$ cat src/logic/xbar_config.svh
`ifndef XBAR_CONFIG_SVH
`define XBAR_CONFIG_SVH

//////////////////////////////////////////////////////////////////////
// bus widths
//////////////////////////////////////////////////////////////////////

// requester tag carried with every request and response
`define XBAR_ID_WIDTH   8

// byte address as seen by the masters
`define XBAR_ADDR_WIDTH 32

// one data word
`define XBAR_DATA_WIDTH 24

//////////////////////////////////////////////////////////////////////
// address map
//////////////////////////////////////////////////////////////////////

// each region ends where the next one starts
`define XBAR_RAYS_BASE  32'h0000_0000
`define XBAR_BRAM_BASE  32'h0000_0011

// dram takes everything from here up
`define XBAR_DRAM_BASE  32'h0000_0080

`endif

$ cat src/logic/xbarPkg.sv
`include "xbar_config.svh"

package xbarPkg;

    //////////////////////////////////////////////////////////////////
    // bus fields
    //////////////////////////////////////////////////////////////////

    // tag of the requesting master
    typedef logic [`XBAR_ID_WIDTH-1:0] memId_t;

    // byte address
    typedef logic [`XBAR_ADDR_WIDTH-1:0] memAddr_t;

    // data word
    typedef logic [`XBAR_DATA_WIDTH-1:0] memData_t;

    //////////////////////////////////////////////////////////////////
    // priority state
    //////////////////////////////////////////////////////////////////

    // master that waited longest on a slave port
    typedef enum logic {
        ownerRay,
        ownerPs
    } reqOwner_t;

    // slave whose response went out last
    typedef enum logic [1:0] {
        srcRayS,
        srcBram,
        srcDram
    } respSrc_t;

endpackage

$ cat src/logic/reqRouter.sv
`timescale 1ns/1ps

`include "xbar_config.svh"

module reqRouter import xbarPkg::*; (
    input  memAddr_t   rayAddr,
    input  logic       rayValid,
    input  memAddr_t   psAddr,
    input  logic       psValid,
    // one bit per slave in order ray slave, bram, dram
    input  logic [2:0] arbRayTaken,
    input  logic [2:0] arbPsTaken,
    output logic [2:0] rayHit,
    output logic [2:0] psHit,
    output logic       rayTaken,
    output logic       psTaken
);

    //////////////////////////////////////////////////////////////////
    // address decode
    //////////////////////////////////////////////////////////////////

    function automatic logic [2:0] decodeRegion(memAddr_t addr);
        logic [2:0] region;
        region = 3'b000;
        if (addr >= `XBAR_DRAM_BASE) begin
            region[2] = 1'b1;
        end else if (addr >= `XBAR_BRAM_BASE) begin
            region[1] = 1'b1;
        end else begin
            // everything below bram belongs to the ray slave
            region[0] = 1'b1;
        end
        return region;
    endfunction

    // a hit only counts while the master actually drives a request
    assign rayHit = rayValid ? decodeRegion(rayAddr) : 3'b000;
    assign psHit  = psValid ? decodeRegion(psAddr) : 3'b000;

    //////////////////////////////////////////////////////////////////
    // taken fold
    //////////////////////////////////////////////////////////////////

    // each master hits one slave at most, so OR picks the live one
    assign rayTaken = |arbRayTaken;
    assign psTaken  = |arbPsTaken;

endmodule

$ cat src/logic/reqArbiter.sv
`timescale 1ns/1ps

`include "xbar_config.svh"

module reqArbiter import xbarPkg::*; #(
    // subtracted from the winner's address before it reaches the slave
    parameter memAddr_t regionBase = `XBAR_RAYS_BASE
) (
    input  logic     clk,
    input  logic     rst,

    // requests already filtered down to this slave's region
    input  logic     rayHit,
    input  logic     psHit,

    input  memId_t   rayId,
    input  memAddr_t rayAddr,
    input  memData_t rayData,
    input  logic     rayWrite,

    input  memId_t   psId,
    input  memAddr_t psAddr,
    input  memData_t psData,
    input  logic     psWrite,

    // slave side
    input  logic     slvTaken,
    output memId_t   slvId,
    output memAddr_t slvAddr,
    output memData_t slvData,
    output logic     slvWrite,
    output logic     slvValid,

    // back to the router
    output logic     rayTaken,
    output logic     psTaken
);

    //////////////////////////////////////////////////////////////////
    // grant
    //////////////////////////////////////////////////////////////////

    // least recently served master wins a tie
    reqOwner_t lrsOwner;
    logic      pickPs;

    always_comb begin
        if (rayHit && psHit) begin
            pickPs = (lrsOwner == ownerPs);
        end else begin
            pickPs = psHit;
        end
    end

    //////////////////////////////////////////////////////////////////
    // request mux
    //////////////////////////////////////////////////////////////////

    assign slvValid = rayHit | psHit;

    always_comb begin
        if (pickPs) begin
            slvId    = psId;
            slvAddr  = psAddr - regionBase;
            slvData  = psData;
            slvWrite = psWrite;
        end else begin
            slvId    = rayId;
            slvAddr  = rayAddr - regionBase;
            slvData  = rayData;
            slvWrite = rayWrite;
        end
    end

    // the loser never sees taken
    assign rayTaken = rayHit & ~pickPs & slvTaken;
    assign psTaken  = pickPs & slvTaken;

    //////////////////////////////////////////////////////////////////
    // priority update
    //////////////////////////////////////////////////////////////////

    always_ff @(posedge clk) begin
        if (rst) begin
            lrsOwner <= ownerPs;
        end else if (rayTaken) begin
            lrsOwner <= ownerPs;
        end else if (psTaken) begin
            lrsOwner <= ownerRay;
        end
    end

    // a served contended master yields the next contended grant
    assert property (@(posedge clk) disable iff (rst)
        (rayHit && psHit && slvTaken) |=> (!(rayHit && psHit) || (pickPs != $past(pickPs))))
    else $error("contended grant did not rotate after a transfer");

    // a stalled contended grant must not hop to the other master
    assert property (@(posedge clk) disable iff (rst)
        (rayHit && psHit && !slvTaken) |=> (!(rayHit && psHit) || $stable(pickPs)))
    else $error("grant moved while the slave held back");

endmodule

$ cat src/logic/respMerger.sv
`timescale 1ns/1ps

`include "xbar_config.svh"

module respMerger import xbarPkg::*; (
    input  logic     clk,
    input  logic     rst,

    // slave responses
    input  memId_t   raySId,
    input  memData_t raySData,
    input  logic     raySValid,

    input  memId_t   bramId,
    input  memData_t bramData,
    input  logic     bramValid,

    input  memId_t   dramId,
    input  memData_t dramData,
    input  logic     dramValid,

    // either master can accept the broadcast
    input  logic     rayRespTaken,
    input  logic     psRespTaken,

    // same response goes to both masters
    output memId_t   respId,
    output memData_t respData,
    output logic     respValid,

    output logic     raySTaken,
    output logic     bramTaken,
    output logic     dramTaken
);

    respSrc_t   lastSrc;
    respSrc_t   pick;
    respSrc_t   order [3];
    logic       anyValid;
    logic       accept;
    logic [2:0] srcValid;
    memId_t     srcId [3];
    memData_t   srcData [3];

    // index by source enum
    assign srcValid = {dramValid, bramValid, raySValid};

    assign srcId[srcRayS]   = raySId;
    assign srcId[srcBram]   = bramId;
    assign srcId[srcDram]   = dramId;
    assign srcData[srcRayS] = raySData;
    assign srcData[srcBram] = bramData;
    assign srcData[srcDram] = dramData;

    //////////////////////////////////////////////////////////////////
    // rotating search
    //////////////////////////////////////////////////////////////////

    // start just after the last served source
    always_comb begin
        case (lastSrc)
            srcRayS: order = '{srcBram, srcDram, srcRayS};
            srcBram: order = '{srcDram, srcRayS, srcBram};
            default: order = '{srcRayS, srcBram, srcDram};
        endcase
    end

    // walk backwards so the earliest valid entry wins
    always_comb begin
        pick     = lastSrc;
        anyValid = 1'b0;
        for (int k = 2; k >= 0; k--) begin
            if (srcValid[order[k]]) begin
                pick     = order[k];
                anyValid = 1'b1;
            end
        end
    end

    //////////////////////////////////////////////////////////////////
    // broadcast and taken
    //////////////////////////////////////////////////////////////////

    assign respValid = anyValid;
    assign respId    = srcId[pick];
    assign respData  = srcData[pick];

    assign accept = rayRespTaken | psRespTaken;

    assign raySTaken = anyValid && (pick == srcRayS) && accept;
    assign bramTaken = anyValid && (pick == srcBram) && accept;
    assign dramTaken = anyValid && (pick == srcDram) && accept;

    always_ff @(posedge clk) begin
        if (rst) begin
            lastSrc <= srcRayS;
        end else if (anyValid && accept) begin
            lastSrc <= pick;
        end
    end

    // a response nobody took stays selected while the valids hold
    assert property (@(posedge clk) disable iff (rst)
        (anyValid && !accept) |=> (!$stable(srcValid) || $stable(pick)))
    else $error("response selection moved without a transfer");

endmodule

$ cat src/logic/memCrossbar.sv
`timescale 1ns/1ps

`include "xbar_config.svh"

module memCrossbar import xbarPkg::*; (
    input  logic     clk,
    input  logic     rst,

    // ray unit master
    input  memId_t   rayId,
    input  memAddr_t rayAddr,
    input  memData_t rayData,
    input  logic     rayWrite,
    input  logic     rayValid,
    output logic     rayTaken,
    output memId_t   rayRespId,
    output memData_t rayRespData,
    output logic     rayRespValid,
    input  logic     rayRespTaken,

    // processing system master
    input  memId_t   psId,
    input  memAddr_t psAddr,
    input  memData_t psData,
    input  logic     psWrite,
    input  logic     psValid,
    output logic     psTaken,
    output memId_t   psRespId,
    output memData_t psRespData,
    output logic     psRespValid,
    input  logic     psRespTaken,

    // ray register slave
    output memId_t   raySlvId,
    output memAddr_t raySlvAddr,
    output memData_t raySlvData,
    output logic     raySlvWrite,
    output logic     raySlvValid,
    input  logic     raySlvTaken,
    input  memId_t   raySlvRespId,
    input  memData_t raySlvRespData,
    input  logic     raySlvRespValid,
    output logic     raySlvRespTaken,

    // block ram
    output memId_t   bramId,
    output memAddr_t bramAddr,
    output memData_t bramData,
    output logic     bramWrite,
    output logic     bramValid,
    input  logic     bramTaken,
    input  memId_t   bramRespId,
    input  memData_t bramRespData,
    input  logic     bramRespValid,
    output logic     bramRespTaken,

    // dram
    output memId_t   dramId,
    output memAddr_t dramAddr,
    output memData_t dramData,
    output logic     dramWrite,
    output logic     dramValid,
    input  logic     dramTaken,
    input  memId_t   dramRespId,
    input  memData_t dramRespData,
    input  logic     dramRespValid,
    output logic     dramRespTaken
);

    // [0] ray slave, [1] bram, [2] dram
    logic [2:0] rayHit;
    logic [2:0] psHit;
    logic [2:0] arbRayTaken;
    logic [2:0] arbPsTaken;

    //////////////////////////////////////////////////////////////////
    // request path
    //////////////////////////////////////////////////////////////////

    reqRouter u_router (
        .rayAddr     (rayAddr),
        .rayValid    (rayValid),
        .psAddr      (psAddr),
        .psValid     (psValid),
        .arbRayTaken (arbRayTaken),
        .arbPsTaken  (arbPsTaken),
        .rayHit      (rayHit),
        .psHit       (psHit),
        .rayTaken    (rayTaken),
        .psTaken     (psTaken)
    );

    reqArbiter #(.regionBase(`XBAR_RAYS_BASE)) u_arbRayS (
        .clk      (clk),
        .rst      (rst),
        .rayHit   (rayHit[0]),
        .psHit    (psHit[0]),
        .rayId    (rayId),
        .rayAddr  (rayAddr),
        .rayData  (rayData),
        .rayWrite (rayWrite),
        .psId     (psId),
        .psAddr   (psAddr),
        .psData   (psData),
        .psWrite  (psWrite),
        .slvTaken (raySlvTaken),
        .slvId    (raySlvId),
        .slvAddr  (raySlvAddr),
        .slvData  (raySlvData),
        .slvWrite (raySlvWrite),
        .slvValid (raySlvValid),
        .rayTaken (arbRayTaken[0]),
        .psTaken  (arbPsTaken[0])
    );

    reqArbiter #(.regionBase(`XBAR_BRAM_BASE)) u_arbBram (
        .clk      (clk),
        .rst      (rst),
        .rayHit   (rayHit[1]),
        .psHit    (psHit[1]),
        .rayId    (rayId),
        .rayAddr  (rayAddr),
        .rayData  (rayData),
        .rayWrite (rayWrite),
        .psId     (psId),
        .psAddr   (psAddr),
        .psData   (psData),
        .psWrite  (psWrite),
        .slvTaken (bramTaken),
        .slvId    (bramId),
        .slvAddr  (bramAddr),
        .slvData  (bramData),
        .slvWrite (bramWrite),
        .slvValid (bramValid),
        .rayTaken (arbRayTaken[1]),
        .psTaken  (arbPsTaken[1])
    );

    // dram sees the full master address
    reqArbiter #(.regionBase('0)) u_arbDram (
        .clk      (clk),
        .rst      (rst),
        .rayHit   (rayHit[2]),
        .psHit    (psHit[2]),
        .rayId    (rayId),
        .rayAddr  (rayAddr),
        .rayData  (rayData),
        .rayWrite (rayWrite),
        .psId     (psId),
        .psAddr   (psAddr),
        .psData   (psData),
        .psWrite  (psWrite),
        .slvTaken (dramTaken),
        .slvId    (dramId),
        .slvAddr  (dramAddr),
        .slvData  (dramData),
        .slvWrite (dramWrite),
        .slvValid (dramValid),
        .rayTaken (arbRayTaken[2]),
        .psTaken  (arbPsTaken[2])
    );

    //////////////////////////////////////////////////////////////////
    // response path
    //////////////////////////////////////////////////////////////////

    respMerger u_merger (
        .clk          (clk),
        .rst          (rst),
        .raySId       (raySlvRespId),
        .raySData     (raySlvRespData),
        .raySValid    (raySlvRespValid),
        .bramId       (bramRespId),
        .bramData     (bramRespData),
        .bramValid    (bramRespValid),
        .dramId       (dramRespId),
        .dramData     (dramRespData),
        .dramValid    (dramRespValid),
        .rayRespTaken (rayRespTaken),
        .psRespTaken  (psRespTaken),
        .respId       (rayRespId),
        .respData     (rayRespData),
        .respValid    (rayRespValid),
        .raySTaken    (raySlvRespTaken),
        .bramTaken    (bramRespTaken),
        .dramTaken    (dramRespTaken)
    );

    // ps gets the same broadcast
    assign psRespId    = rayRespId;
    assign psRespData  = rayRespData;
    assign psRespValid = rayRespValid;

endmodule

$ cat config.mk
export PLATFORM = sky130hd
export DESIGN_NAME = memCrossbar
export DESIGN_NICKNAME = d
export VERILOG_FILES = /design/src/logic/xbarPkg.sv /design/src/logic/reqRouter.sv /design/src/logic/reqArbiter.sv /design/src/logic/respMerger.sv /design/src/logic/memCrossbar.sv
export VERILOG_INCLUDE_DIRS = /design/src /design/src/logic
export SDC_FILE = /design/constraint.sdc
export NUM_CORES = 1
export LEC_CHECK = 0
export ABC_AREA = 1
export BUFFER_PORTS_ARGS = -buffer_cell sky130_fd_sc_hd__buf_2
export CAP_MARGIN = 20
export CORE_AREA = 5 5 196 198
export DETAILED_ROUTE_END_ITERATION = 12
export DIE_AREA = 0 0 201 203
export REMOVE_ABC_BUFFERS = 1
export SLEW_MARGIN = 25
export SYNTH_ARGS = -nofsm -noshare
export SYNTH_HDL_FRONTEND = slang
export SYNTH_HIERARCHICAL = 1
export SYNTH_SLANG_ARGS = --single-unit
$ cat constraint.sdc
create_clock -name clk -period 2.5 [get_ports clk]
set_clock_uncertainty 0.1 [all_clocks]
set_input_delay 0.125 -clock clk [delete_from_list [all_inputs] [get_ports clk]]
set_output_delay 0.125 -clock clk [all_outputs]
set_load 0.005 [all_outputs]
==> run metrics, run 1 <==
Die Span Y between 200 and 250 um; Vias 10240; register bit total from synthesis 5; first-pass GRT wire length ~61000 um; Sink Count 5; max_cap viols 0; worst r2r path cells 10; top-area cell type share of the netlist area 47.7%; maximum VDD drop roughly 0.24 mV; Filler Cells Inserted approximately 4300; 1st-pass router iterations 5; fraction of registers with async set/reset 0%; Tightest Pin Transition 0.612 ns; slew margin rel. 58.9%; largest net degree at the start of global routing 42; Fmax 0.364 GHz; CTS tree yes; H-tree levels 1; initial antenna violation count 20; sequential area share after synthesis around 1.7%; WL/cell 17.9 um; Post-Syn Instances between 1000 and 1500; Row Count 70; core area ~36000 sq um; fin. max-slew vios 0; Most used DFF post-synth dfxtp_1; DP HPWL around 36000 um; Period Utilization, post-route 110%; Post-synth EDFFs 0; CTS clk-pin slew, worst paths around 0.03 ns; final worst slack -0.244 ns; Final setup viols 26; Place WS -0.573 ns; r2r endpoint u_merger/lastSrc[0]; top-count cell post-synth nand2_1; clk_lat worst skew between 0.2 and 0.25 ns; top cells by area, synth nand2_1 48%, inv_1 12%, nand3_1 11%; final global-route overflow total 0; Critical path origin psAddr[20]; Worst EP required approximately 2.3 ns; Vias/cell ~4.3; worst setup path endpoint bramAddr[21]; Distinct cells, synth 36; DRC Markers 0; Mapped Area ~5900 sq um; Fin. Hold Viols 0; unrepaired setup endpoints after global routing yes; CTS buffer count 3; Layout Nets 2171; vias in the first global route roughly 9500; IO Pins ~510; FF-to-FF setup slack 0.64 ns; Setup crit start kind primary input; area delta synth->final 86.6%; root cell of the clock tree clkbuf_16; Total Routed Length 42900 um; Non-Filler Instances 2403; total power 4.11 mW; crit path time final between 2 and 3 ns; crit path max fanout 5; Synth area leader nand2_1; status complete, but fails checks; die width about 200 um; PD cells 371 nW/um^2; CP Capture Type primary output; routability congestion estimate from global placement a little over 1; drt initial violations around 520; most common library cells after synthesis 753 x nand2_1, 185 x inv_1, 131 x nand3_1, 71 x nor2_1, 59 x buf_4; leak pwr approximately 7.0 nW; Hold WS approximately 0.046 ns; CTS Buffer Depth 2; failing checks setup timing; Initial Util about 16%; die area approximately 41000 sq um; post-route ant nets 0; placed insts approximately 2400; Synth Warn # 6; r2r startpoint u_merger/lastSrc[1]; Mean Syn Cell Area around 4.4 sq um; Arr. time, crit path about 2.5 ns; critical path class in2out; share of cells above drive strength 1 46.4%; HP Class in2reg; GR Util All Layers between 10% and 20%; Port Buffers slightly above 500
## layout make-up
cell class / count / area, sq um / share of cell area [%]
tap: 468 / 586 / 5.29
inverter: 189 / 722 / 6.52
multi-input combinational: 1048 / 5270 / 47.6
clock buffer: 4 / 78.8 / 0.712
antenna: 4 / 10.0 / 0.0905
sequential: 5 / 101 / 0.916
timing repair buffer: 685 / 4300 / 38.9
## per-stage QoR
step                      instance area (sq um)  TNS, ns  utilization (%)
after floorplan                            5270   -11.99                -
after global placement                     9670   -11.14             26.6
after detailed placement                   9670   -12.23             26.6
after CTS                                 10400    -4.67             28.6
after global routing                      11100    -8.47             30.4
final                                     11100    -4.59             30.4
## where the power goes
group          switching, mW  leakage (nW)  internal (mW)  total (mW)
Clock                 0.0514        0.0382          0.211       0.263
Combinational           2.22          6.94           1.52        3.73
Sequential            0.0194        0.0414         0.0923       0.112
Total                   2.29          7.02           1.82        4.11
## layer usage
metal | global-route usage, % | vias to the layer above | routed length [um]
li1 | - | 5127 | -
met1 | 20.4 | 4552 | 15400
met2 | 37.6 | 475 | 22600
met3 | 4.60 | 80 | 3240
met4 | 6.15 | 6 | 1600
met5 | 0 | - | 32
## worst min-delay path by stage
stage                     startpoint                   to  slack [ns]  depth (start not counted)
after floorplan                  rst  u_merger/lastSrc[0]        0.09                          1
after global placement           rst  u_merger/lastSrc[0]        0.29                          2
after detailed placement         rst  u_merger/lastSrc[0]        0.29                          2
after CTS                        rst  u_merger/lastSrc[0]        0.05                          2
after global routing             rst  u_merger/lastSrc[0]        0.07                          2
final                            rst  u_merger/lastSrc[0]        0.05                          2
## timing repair
action,4_1_cts,5_1_grt
pin swaps,28,93
cloned,3,1
hold buffers,0,0
resized for setup,118,160
setup buffers,15,15
setup endpoints to repair,42,83
## kinds of logic (layout without fill, tap and decap cells)
group                      count (synthesis)  in the layout  synth area share [%]
AOI/OAI and AO/OA                         20             21                  2.62
xor gates and xnor gates                  13             13                  1.92
adders and majority gates                  1              1                 0.211
buffers and inverters                    283            878                  23.2
DFF                                        5              5                  1.69
other                                      0              4                     0
and+or+nand+nor                         1012           1013                  70.4
## worst max-delay path, stage by stage
cell and delay (ns):
buf_8 0.10, nor2_4 0.15, and2_4 0.17, nand2_4 0.05, nor2_4 0.14, nand3_4 0.09, nor2_4 0.17, buf_12 0.14
buf_12 0.10, nand2_8 0.06, o21ai_4 0.19, buf_6 0.14, nand4_1 0.11, buf_6 0.16, a21oi_4 0.26, nand2_1 0.09
nand2_1 0.09, nand2_2 0.06, buf_2 0.12
## layout by cell type, fill, tap and decap left out, types with 6 or more instances in the layout
master	Yosys	routed
nand2_1	753	681
o21ai_4	0	7
buf_12	0	18
buf_6	8	28
nand2_4	4	27
inv_1	185	166
nand2_2	16	63
nor2_4	2	33
nor2_1	71	26
nand3_2	2	8
nor2_2	8	22
buf_4	59	151
buf_2	15	484
nand3_1	131	121
inv_2	3	20
nand3b_1	10	10
xor2_1	6	6
## state kept, by name, summed over array words and instances (netlist names)
name	count
u_merger/lastSrc	2
u_arbBram/lrsOwner	1
u_arbDram/lrsOwner	1
u_arbRayS/lrsOwner	1
No activity file was read; power rests on OpenSTA's default activity.
==> inputs of run 2 (changes only) <==
--- a/config.mk
+++ b/config.mk
@@ -6,12 +6,11 @@
 export SDC_FILE = /design/constraint.sdc
 export NUM_CORES = 1
 export LEC_CHECK = 0
-export ABC_AREA = 1
 export BUFFER_PORTS_ARGS = -buffer_cell sky130_fd_sc_hd__buf_2
-export CAP_MARGIN = 20
-export CORE_AREA = 5 5 196 198
+export CAP_MARGIN = 30
+export CORE_AREA = 5 5 192 194
 export DETAILED_ROUTE_END_ITERATION = 12
-export DIE_AREA = 0 0 201 203
+export DIE_AREA = 0 0 197 199
 export REMOVE_ABC_BUFFERS = 1
 export SLEW_MARGIN = 25
 export SYNTH_ARGS = -nofsm -noshare
==> run metrics, run 2 <==
status complete, but fails checks (unchanged); drt initial violations 254 (was 519); Post-Syn Instances 641 (was 1334); final global-route overflow total 0 (unchanged); die width 197 um (was 201 um); CTS tree yes (unchanged); top cells by area, synth mux2_4 26%, mux2i_1 11%, o2bb2ai_2 7.9% (was nand2_1 48%, inv_1 12%, nand3_1 11%); CP Capture Type primary output (unchanged); Non-Filler Instances 1751 (was 2403); Distinct cells, synth 62 (was 36); top-area cell type share of the netlist area 26.4% (was 47.7%); Sink Count 5 (unchanged); most common library cells after synthesis 117 x nand2_1, 100 x mux2_4, 65 x mux2i_1, 36 x buf_4, 32 x mux2_2 (was 753 x nand2_1, 185 x inv_1, 131 x nand3_1, 71 x nor2_1, 59 x buf_4); CP Buf/Inv Count 4 (was 6); Final setup viols 177 (was 26); leak pwr 6.30 nW (was 7.02 nW); Tightest Pin Transition 0.693 ns (was 0.612 ns); vias in the first global route 8096 (was 9511); Mapped Area 5690 sq um (was 5930 sq um); Core Util, Final 34.5% (was 30.4%); sequential area share after synthesis 1.76% (was 1.69%); fraction of registers with async set/reset 0% (unchanged); Die Span Y 199 um (was 203 um); PD cells 200 nW/um^2 (was 371 nW/um^2); DRC Markers 0 (unchanged); Cell Chain, Critical Path buf_8, nor4_4, buf_4, nand4_1, buf_6, nor3_4, nand2b_1, nand2_4, mux2i_2, ha_2, or3b_4, a2111oi_4, a22o_2, and4b_2, o21ai_2, xor2_1, buf_2 (was buf_8, nor2_4, and2_4, nand2_4, nor2_4, nand3_4, nor2_4, buf_12, buf_12, nand2_8, o21ai_4, buf_6, nand4_1, buf_6, a21oi_4, nand2_1, nand2_1, nand2_2, buf_2); max_cap viols 0 (unchanged); register bit total from synthesis 5 (unchanged); WL/cell 24.1 um (was 17.9 um); IO Pins 507 (unchanged); setup TNS -38.58 ns (was -4.59 ns); CTS clk-pin slew, worst paths 0.03 ns (about the same); crit path time final 3.84 ns (was 2.74 ns); maximum VDD drop 0.229 mV (was 0.236 mV); clk_lat worst skew 0.22 ns (about the same); Port Buffers 506 (unchanged); Largest register FFs 2 (unchanged); failing checks setup timing (unchanged); first-pass GRT wire length 55900 um (was 60600 um); core area 35100 sq um (was 36300 sq um); Fmax 0.261 GHz (was 0.364 GHz); final worst slack -1.34 ns (was -0.244 ns); Post-DP Area 9380 sq um (was 9670 sq um); commonest cells after routing, fill and taps aside 358 x buf_2, 173 x buf_6, 137 x buf_4 (was 681 x nand2_1, 484 x buf_2, 166 x inv_1); area delta synth->final 113% (was 86.6%); critical path class in2out (unchanged); post-route ant nets 0 (unchanged); 1st-pass router iterations 4 (was 5); Post-synth EDFFs 0 (unchanged); Fin. Hold Viols 0 (unchanged); Period Utilization, post-route 153% (was 110%); slew margin rel. 53.2% (was 58.9%); Worst EP required 2.28 ns (about the same); Mean Syn Cell Area 8.87 sq um (was 4.45 sq um); CTS Buffer Depth 2 (unchanged); Most used DFF post-synth dfxtp_1 (unchanged); Initial Util 16.2% (was 16.3%); fin. max-slew vios 0 (unchanged); share of cells above drive strength 1 76.0% (was 46.4%); H-tree levels 1 (unchanged); die area 39200 sq um (was 40800 sq um); root cell of the clock tree clkbuf_16 (unchanged); Filler Cells Inserted 3586 (was 4282); CTS buffer count 3 (unchanged); Row Count 69 (was 70); Layout Nets 1526 (was 2171); worst r2r path cells 5 (was 10); Setup crit start kind primary input (unchanged); Worst path slowest cell or3b_4 (was a21oi_4); DP HPWL 34000 um (was 36300 um); largest net degree at the start of global routing 38 (was 42); Synth area leader mux2_4 (was nand2_1); Biggest register u_merger/lastSrc (unchanged); GR Util All Layers 19.3% (about the same); unrepaired setup endpoints after global routing yes (unchanged); top-count cell post-synth nand2_1 (unchanged); Synth Warn # 6 (unchanged); Hold WS 0.0633 ns (was 0.0459 ns); Arr. time, crit path 3.61 ns (was 2.52 ns); critical path depth 17 (was 19); final instance area 12100 sq um (was 11100 sq um); routability congestion estimate from global placement 0.934 (was 1.03); Crit path max-delay family simple AND/OR/NAND/NOR gates (unchanged); initial antenna violation count 25 (was 20); placed insts 1683 (was 2365); Vias 7959 (was 10240); max incr delay on CP 0.41 ns (was 0.26 ns); worst hold stages 2 (unchanged); most common cell after layout, fill and taps aside buf_2 (was nand2_1); Total Routed Length 42300 um (was 42900 um); crit path max fanout 4 (was 5); Vias/cell 4.55 (was 4.26); HP Class in2reg (unchanged)
[run 2: power breakdown]
| group | internal [mW] | switching, mW |
|---|---|---|
| clock network | 0.211 | 0.0479 |
| registers | 0.0841 | 0.00586 |
| logic | 1.14 | 0.932 |
[run 2: final timing paths]
check                           start             endpoint  slack, ns
setup / recovery          rayAddr[30]         bramAddr[26]      -1.34
hold / removal                    rst  u_merger/lastSrc[0]       0.06
setup reg to reg  u_merger/lastSrc[0]  u_merger/lastSrc[1]       1.08
hold reg to reg   u_merger/lastSrc[1]  u_merger/lastSrc[1]       0.48
[run 2: kinds of logic (layout without fill, tap and decap cells)]
group	Yosys count	in the layout	synth area share [%]
buf+inv	78	723	11.7
mux	197	197	44.2
compound gates	79	79	15.8
fa+ha+maj	1	1	0.220
simple gates	242	242	20.4
xor+xnor	39	39	6.01
other cells	0	4	0
flops	5	5	1.76
[run 2: timing repair]
action,in CTS,in global routing
pin swaps,44,29
gates cloned,16,1
setup endpoints to repair,196,195
gates resized for setup,291,133
hold buffers,0,0
buffers inserted,48,25
[run 2: cell type report]
cell class / count / area [sq um] / share of cell area (%)
Inverter: 6 / 22.5 / 0.186
Clock buffer: 4 / 78.8 / 0.652
Timing Repair Buffer: 713 / 5680 / 47.0
Multi-Input combinational cell: 558 / 5620 / 46.5
Antenna cell: 4 / 10.0 / 0.0828
Tap cell: 461 / 577 / 4.77
Sequential cell: 5 / 100 / 0.828
[run 2: through the flow]
stage	setup WS, ns	power [mW]
detailed placement	-1.77	1.78
global route	-1.50	2.57
finish	-1.34	2.42
global placement	-1.68	1.77
CTS	-1.29	2.34
floorplan	-2.79	0.783
[run 2: routing by layer]
metal | part of all wire [%] | GRT usage (%) | wire length [um] | up-vias
li1 | - | - | - | 3628
met1 | 34 | 19.9 | 14400 | 3825
met2 | 55 | 39.8 | 23300 | 407
met3 | 7.6 | 4.37 | 3230 | 83
met4 | 3.0 | 3.29 | 1260 | 16
met5 | 0.22 | 0 | 91 | -
==> inputs of run 3 (changes only) <==
==> constraint.sdc (replaced) <==
create_clock -name clk -period 4.2 [get_ports clk]
set_clock_uncertainty 0.1 [all_clocks]
set_input_delay 0.21 -clock clk [delete_from_list [all_inputs] [get_ports clk]]
set_output_delay 0.21 -clock clk [all_outputs]
set_load 0.005 [all_outputs]
==> run metrics, run 3 (synthesized netlist as in run 2, its figures left out) <==
root cell of the clock tree clkbuf_16 (unchanged); first-pass GRT wire length 49900 um (was 55900 um); clk_lat worst skew 0.23 ns (was 0.22 ns); Fin. Hold Viols 0 (unchanged); Tightest Pin Transition 0.712 ns (was 0.693 ns); post-route ant nets 0 (unchanged); critical path class in2out (unchanged); initial antenna violation count 29 (was 25); final global-route overflow total 0 (unchanged); Core Util, Final 26.0% (was 34.5%); maximum VDD drop 0.127 mV (was 0.229 mV); Worst Hold End u_merger/lastSrc[1] (was u_merger/lastSrc[0]); setup TNS 0 ns (was -38.58 ns); vias in the first global route 7189 (was 8096); fin. max-slew vios 0 (unchanged); commonest cells after routing, fill and taps aside 506 x buf_2, 116 x nand2_1, 100 x mux2_4 (was 358 x buf_2, 173 x buf_6, 137 x buf_4); most common cell after layout, fill and taps aside buf_2 (unchanged); crit path time final between 4 and 5 ns; DP HPWL 32900 um (was 34000 um); Fmax between 0.2 and 0.25 GHz; r2r endpoint u_merger/lastSrc[1] (unchanged); CTS Buffer Depth 2 (unchanged); HP Class in2reg (unchanged); Initial Util 16.2% (unchanged); highest routed layer met5 (unchanged); met1 wire length 12500 um (was 14400 um); crit path max fanout 4 (unchanged); worst r2r path cells 5 (unchanged); largest net degree at the start of global routing 45 (was 38); Worst EP required 3.89 ns (was 2.28 ns); share of cells above drive strength 1 68.5% (was 76.0%); WL/cell 22.7 um (was 24.1 um); Place WS -0.117 ns (was -1.77 ns); status finished, final reports clean (was complete, but fails checks); total power 1.17 mW (was 2.42 mW); die width 197 um (unchanged); CP Capture Type primary output (unchanged); Layout Nets 1410 (was 1526); CTS tree yes (unchanged); routability congestion estimate from global placement 0.947 (was 0.934); H-tree levels 1 (unchanged); CTS clk-pin slew, worst paths 0.03 ns (about the same); launch point of the worst hold path rst (unchanged); core area 35100 sq um (unchanged); CTS hold repair buffers 0 (unchanged); Final setup viols 0 (was 177); drt initial violations 279 (was 254); worst hold stages 2 (unchanged); DRC Markers 0 (unchanged); Biggest register u_merger/lastSrc (unchanged); Die Span Y 199 um (unchanged); Setup crit start kind primary input (unchanged); WL met3 2990 um (was 3230 um); Vias/cell 4.42 (was 4.55); Non-Filler Instances 1639 (was 1751); slew margin rel. 52.3% (was 53.2%); met2 wire len 20600 um (was 23300 um); Sink Count 5 (unchanged); Port Buffers 506 (unchanged); Hold WS 0.146 ns (was 0.0633 ns); Period Utilization, post-route between 90% and 100%; Largest register FFs 2 (unchanged); area delta synth->final 60.2% (was 113%); placed insts 1625 (was 1683); FF-to-FF setup slack 2.64 ns (was 1.08 ns); GR Util All Layers 17.1% (was 19.3%); Post-DP Area 8890 sq um (was 9380 sq um); IO Pins 507 (unchanged); 1st-pass router iterations 4 (unchanged); leak pwr 4.88 nW (was 6.30 nW); Row Count 69 (unchanged); CTS buffer count 3 (unchanged); Arr. time, crit path 3.75 ns (was 3.61 ns); die area 39200 sq um (unchanged); r2r startpoint u_merger/lastSrc[0] (unchanged); max_cap viols 0 (unchanged); final instance area 9110 sq um (was 12100 sq um); PD cells 129 nW/um^2 (was 200 nW/um^2); final worst slack 0.142 ns (was -1.34 ns); Total Routed Length 37100 um (was 42300 um); Vias 7243 (was 7959)
[run 3: how the worst max path moves through the flow]
| stage | cells after the start | slack [ns] | endpoint | startpoint |
|---|---|---|---|---|
| 6_report | 17 | 0.14 | bramAddr[16] | rayAddr[31] |
| 5_1_grt | 17 | -0.05 | bramAddr[16] | rayAddr[31] |
| 4_1_cts | 17 | 0.01 | bramAddr[16] | rayAddr[30] |
| 3_5_place_dp | 17 | -0.12 | bramAddr[16] | rayAddr[25] |
| 3_3_place_gp | 16 | -0.12 | bramAddr[16] | rayAddr[10] |
| 2_1_floorplan | 12 | -1.26 | bramAddr[16] | psAddr[21] |
[run 3: repair_timing]
item / CTS / global route
gates resized for setup: 6 / 12
buffers inserted: 1 / 1
pin swaps: 0 / 6
endpoints found under the hold margin: 0 / 0
setup endpoints to repair: 5 / 8
[run 3: cell type report]
type / count / area [sq um]
timing repair buffer: 597 / 3250
fill: 3913 / 25900
sequential: 5 / 100
antenna: 8 / 20.0
inverter: 6 / 22.5
multi-input combinational: 558 / 5060
tap: 461 / 577
clock buffer: 4 / 78.8
[run 3: critical path, stage by stage]
cell and delay [ns]:
buf_2 0.13, nor4_4 0.27, buf_4 0.16, nand4_1 0.11
buf_4 0.18, nor3_4 0.16, nand2b_1 0.12, nand2_4 0.11
mux2i_2 0.25, ha_2 0.22, or3b_4 0.40, a2111oi_4 0.41
a2bb2o_4 0.27, nor3b_2 0.20, xor2_1 0.09, mux2_2 0.30
buf_2 0.15
[run 3: per-layer routing]
metal	vias to the layer above	track usage, %
met5	-	0
met1	3388	17.1
met4	16	3.83
li1	3388	-
met2	385	35.1
met3	66	4.30
[run 3: power by group]
group,switching [mW],internal [mW]
Combinational,0.478,0.482
Clock,0.0314,0.126
Sequential,0.00351,0.0500
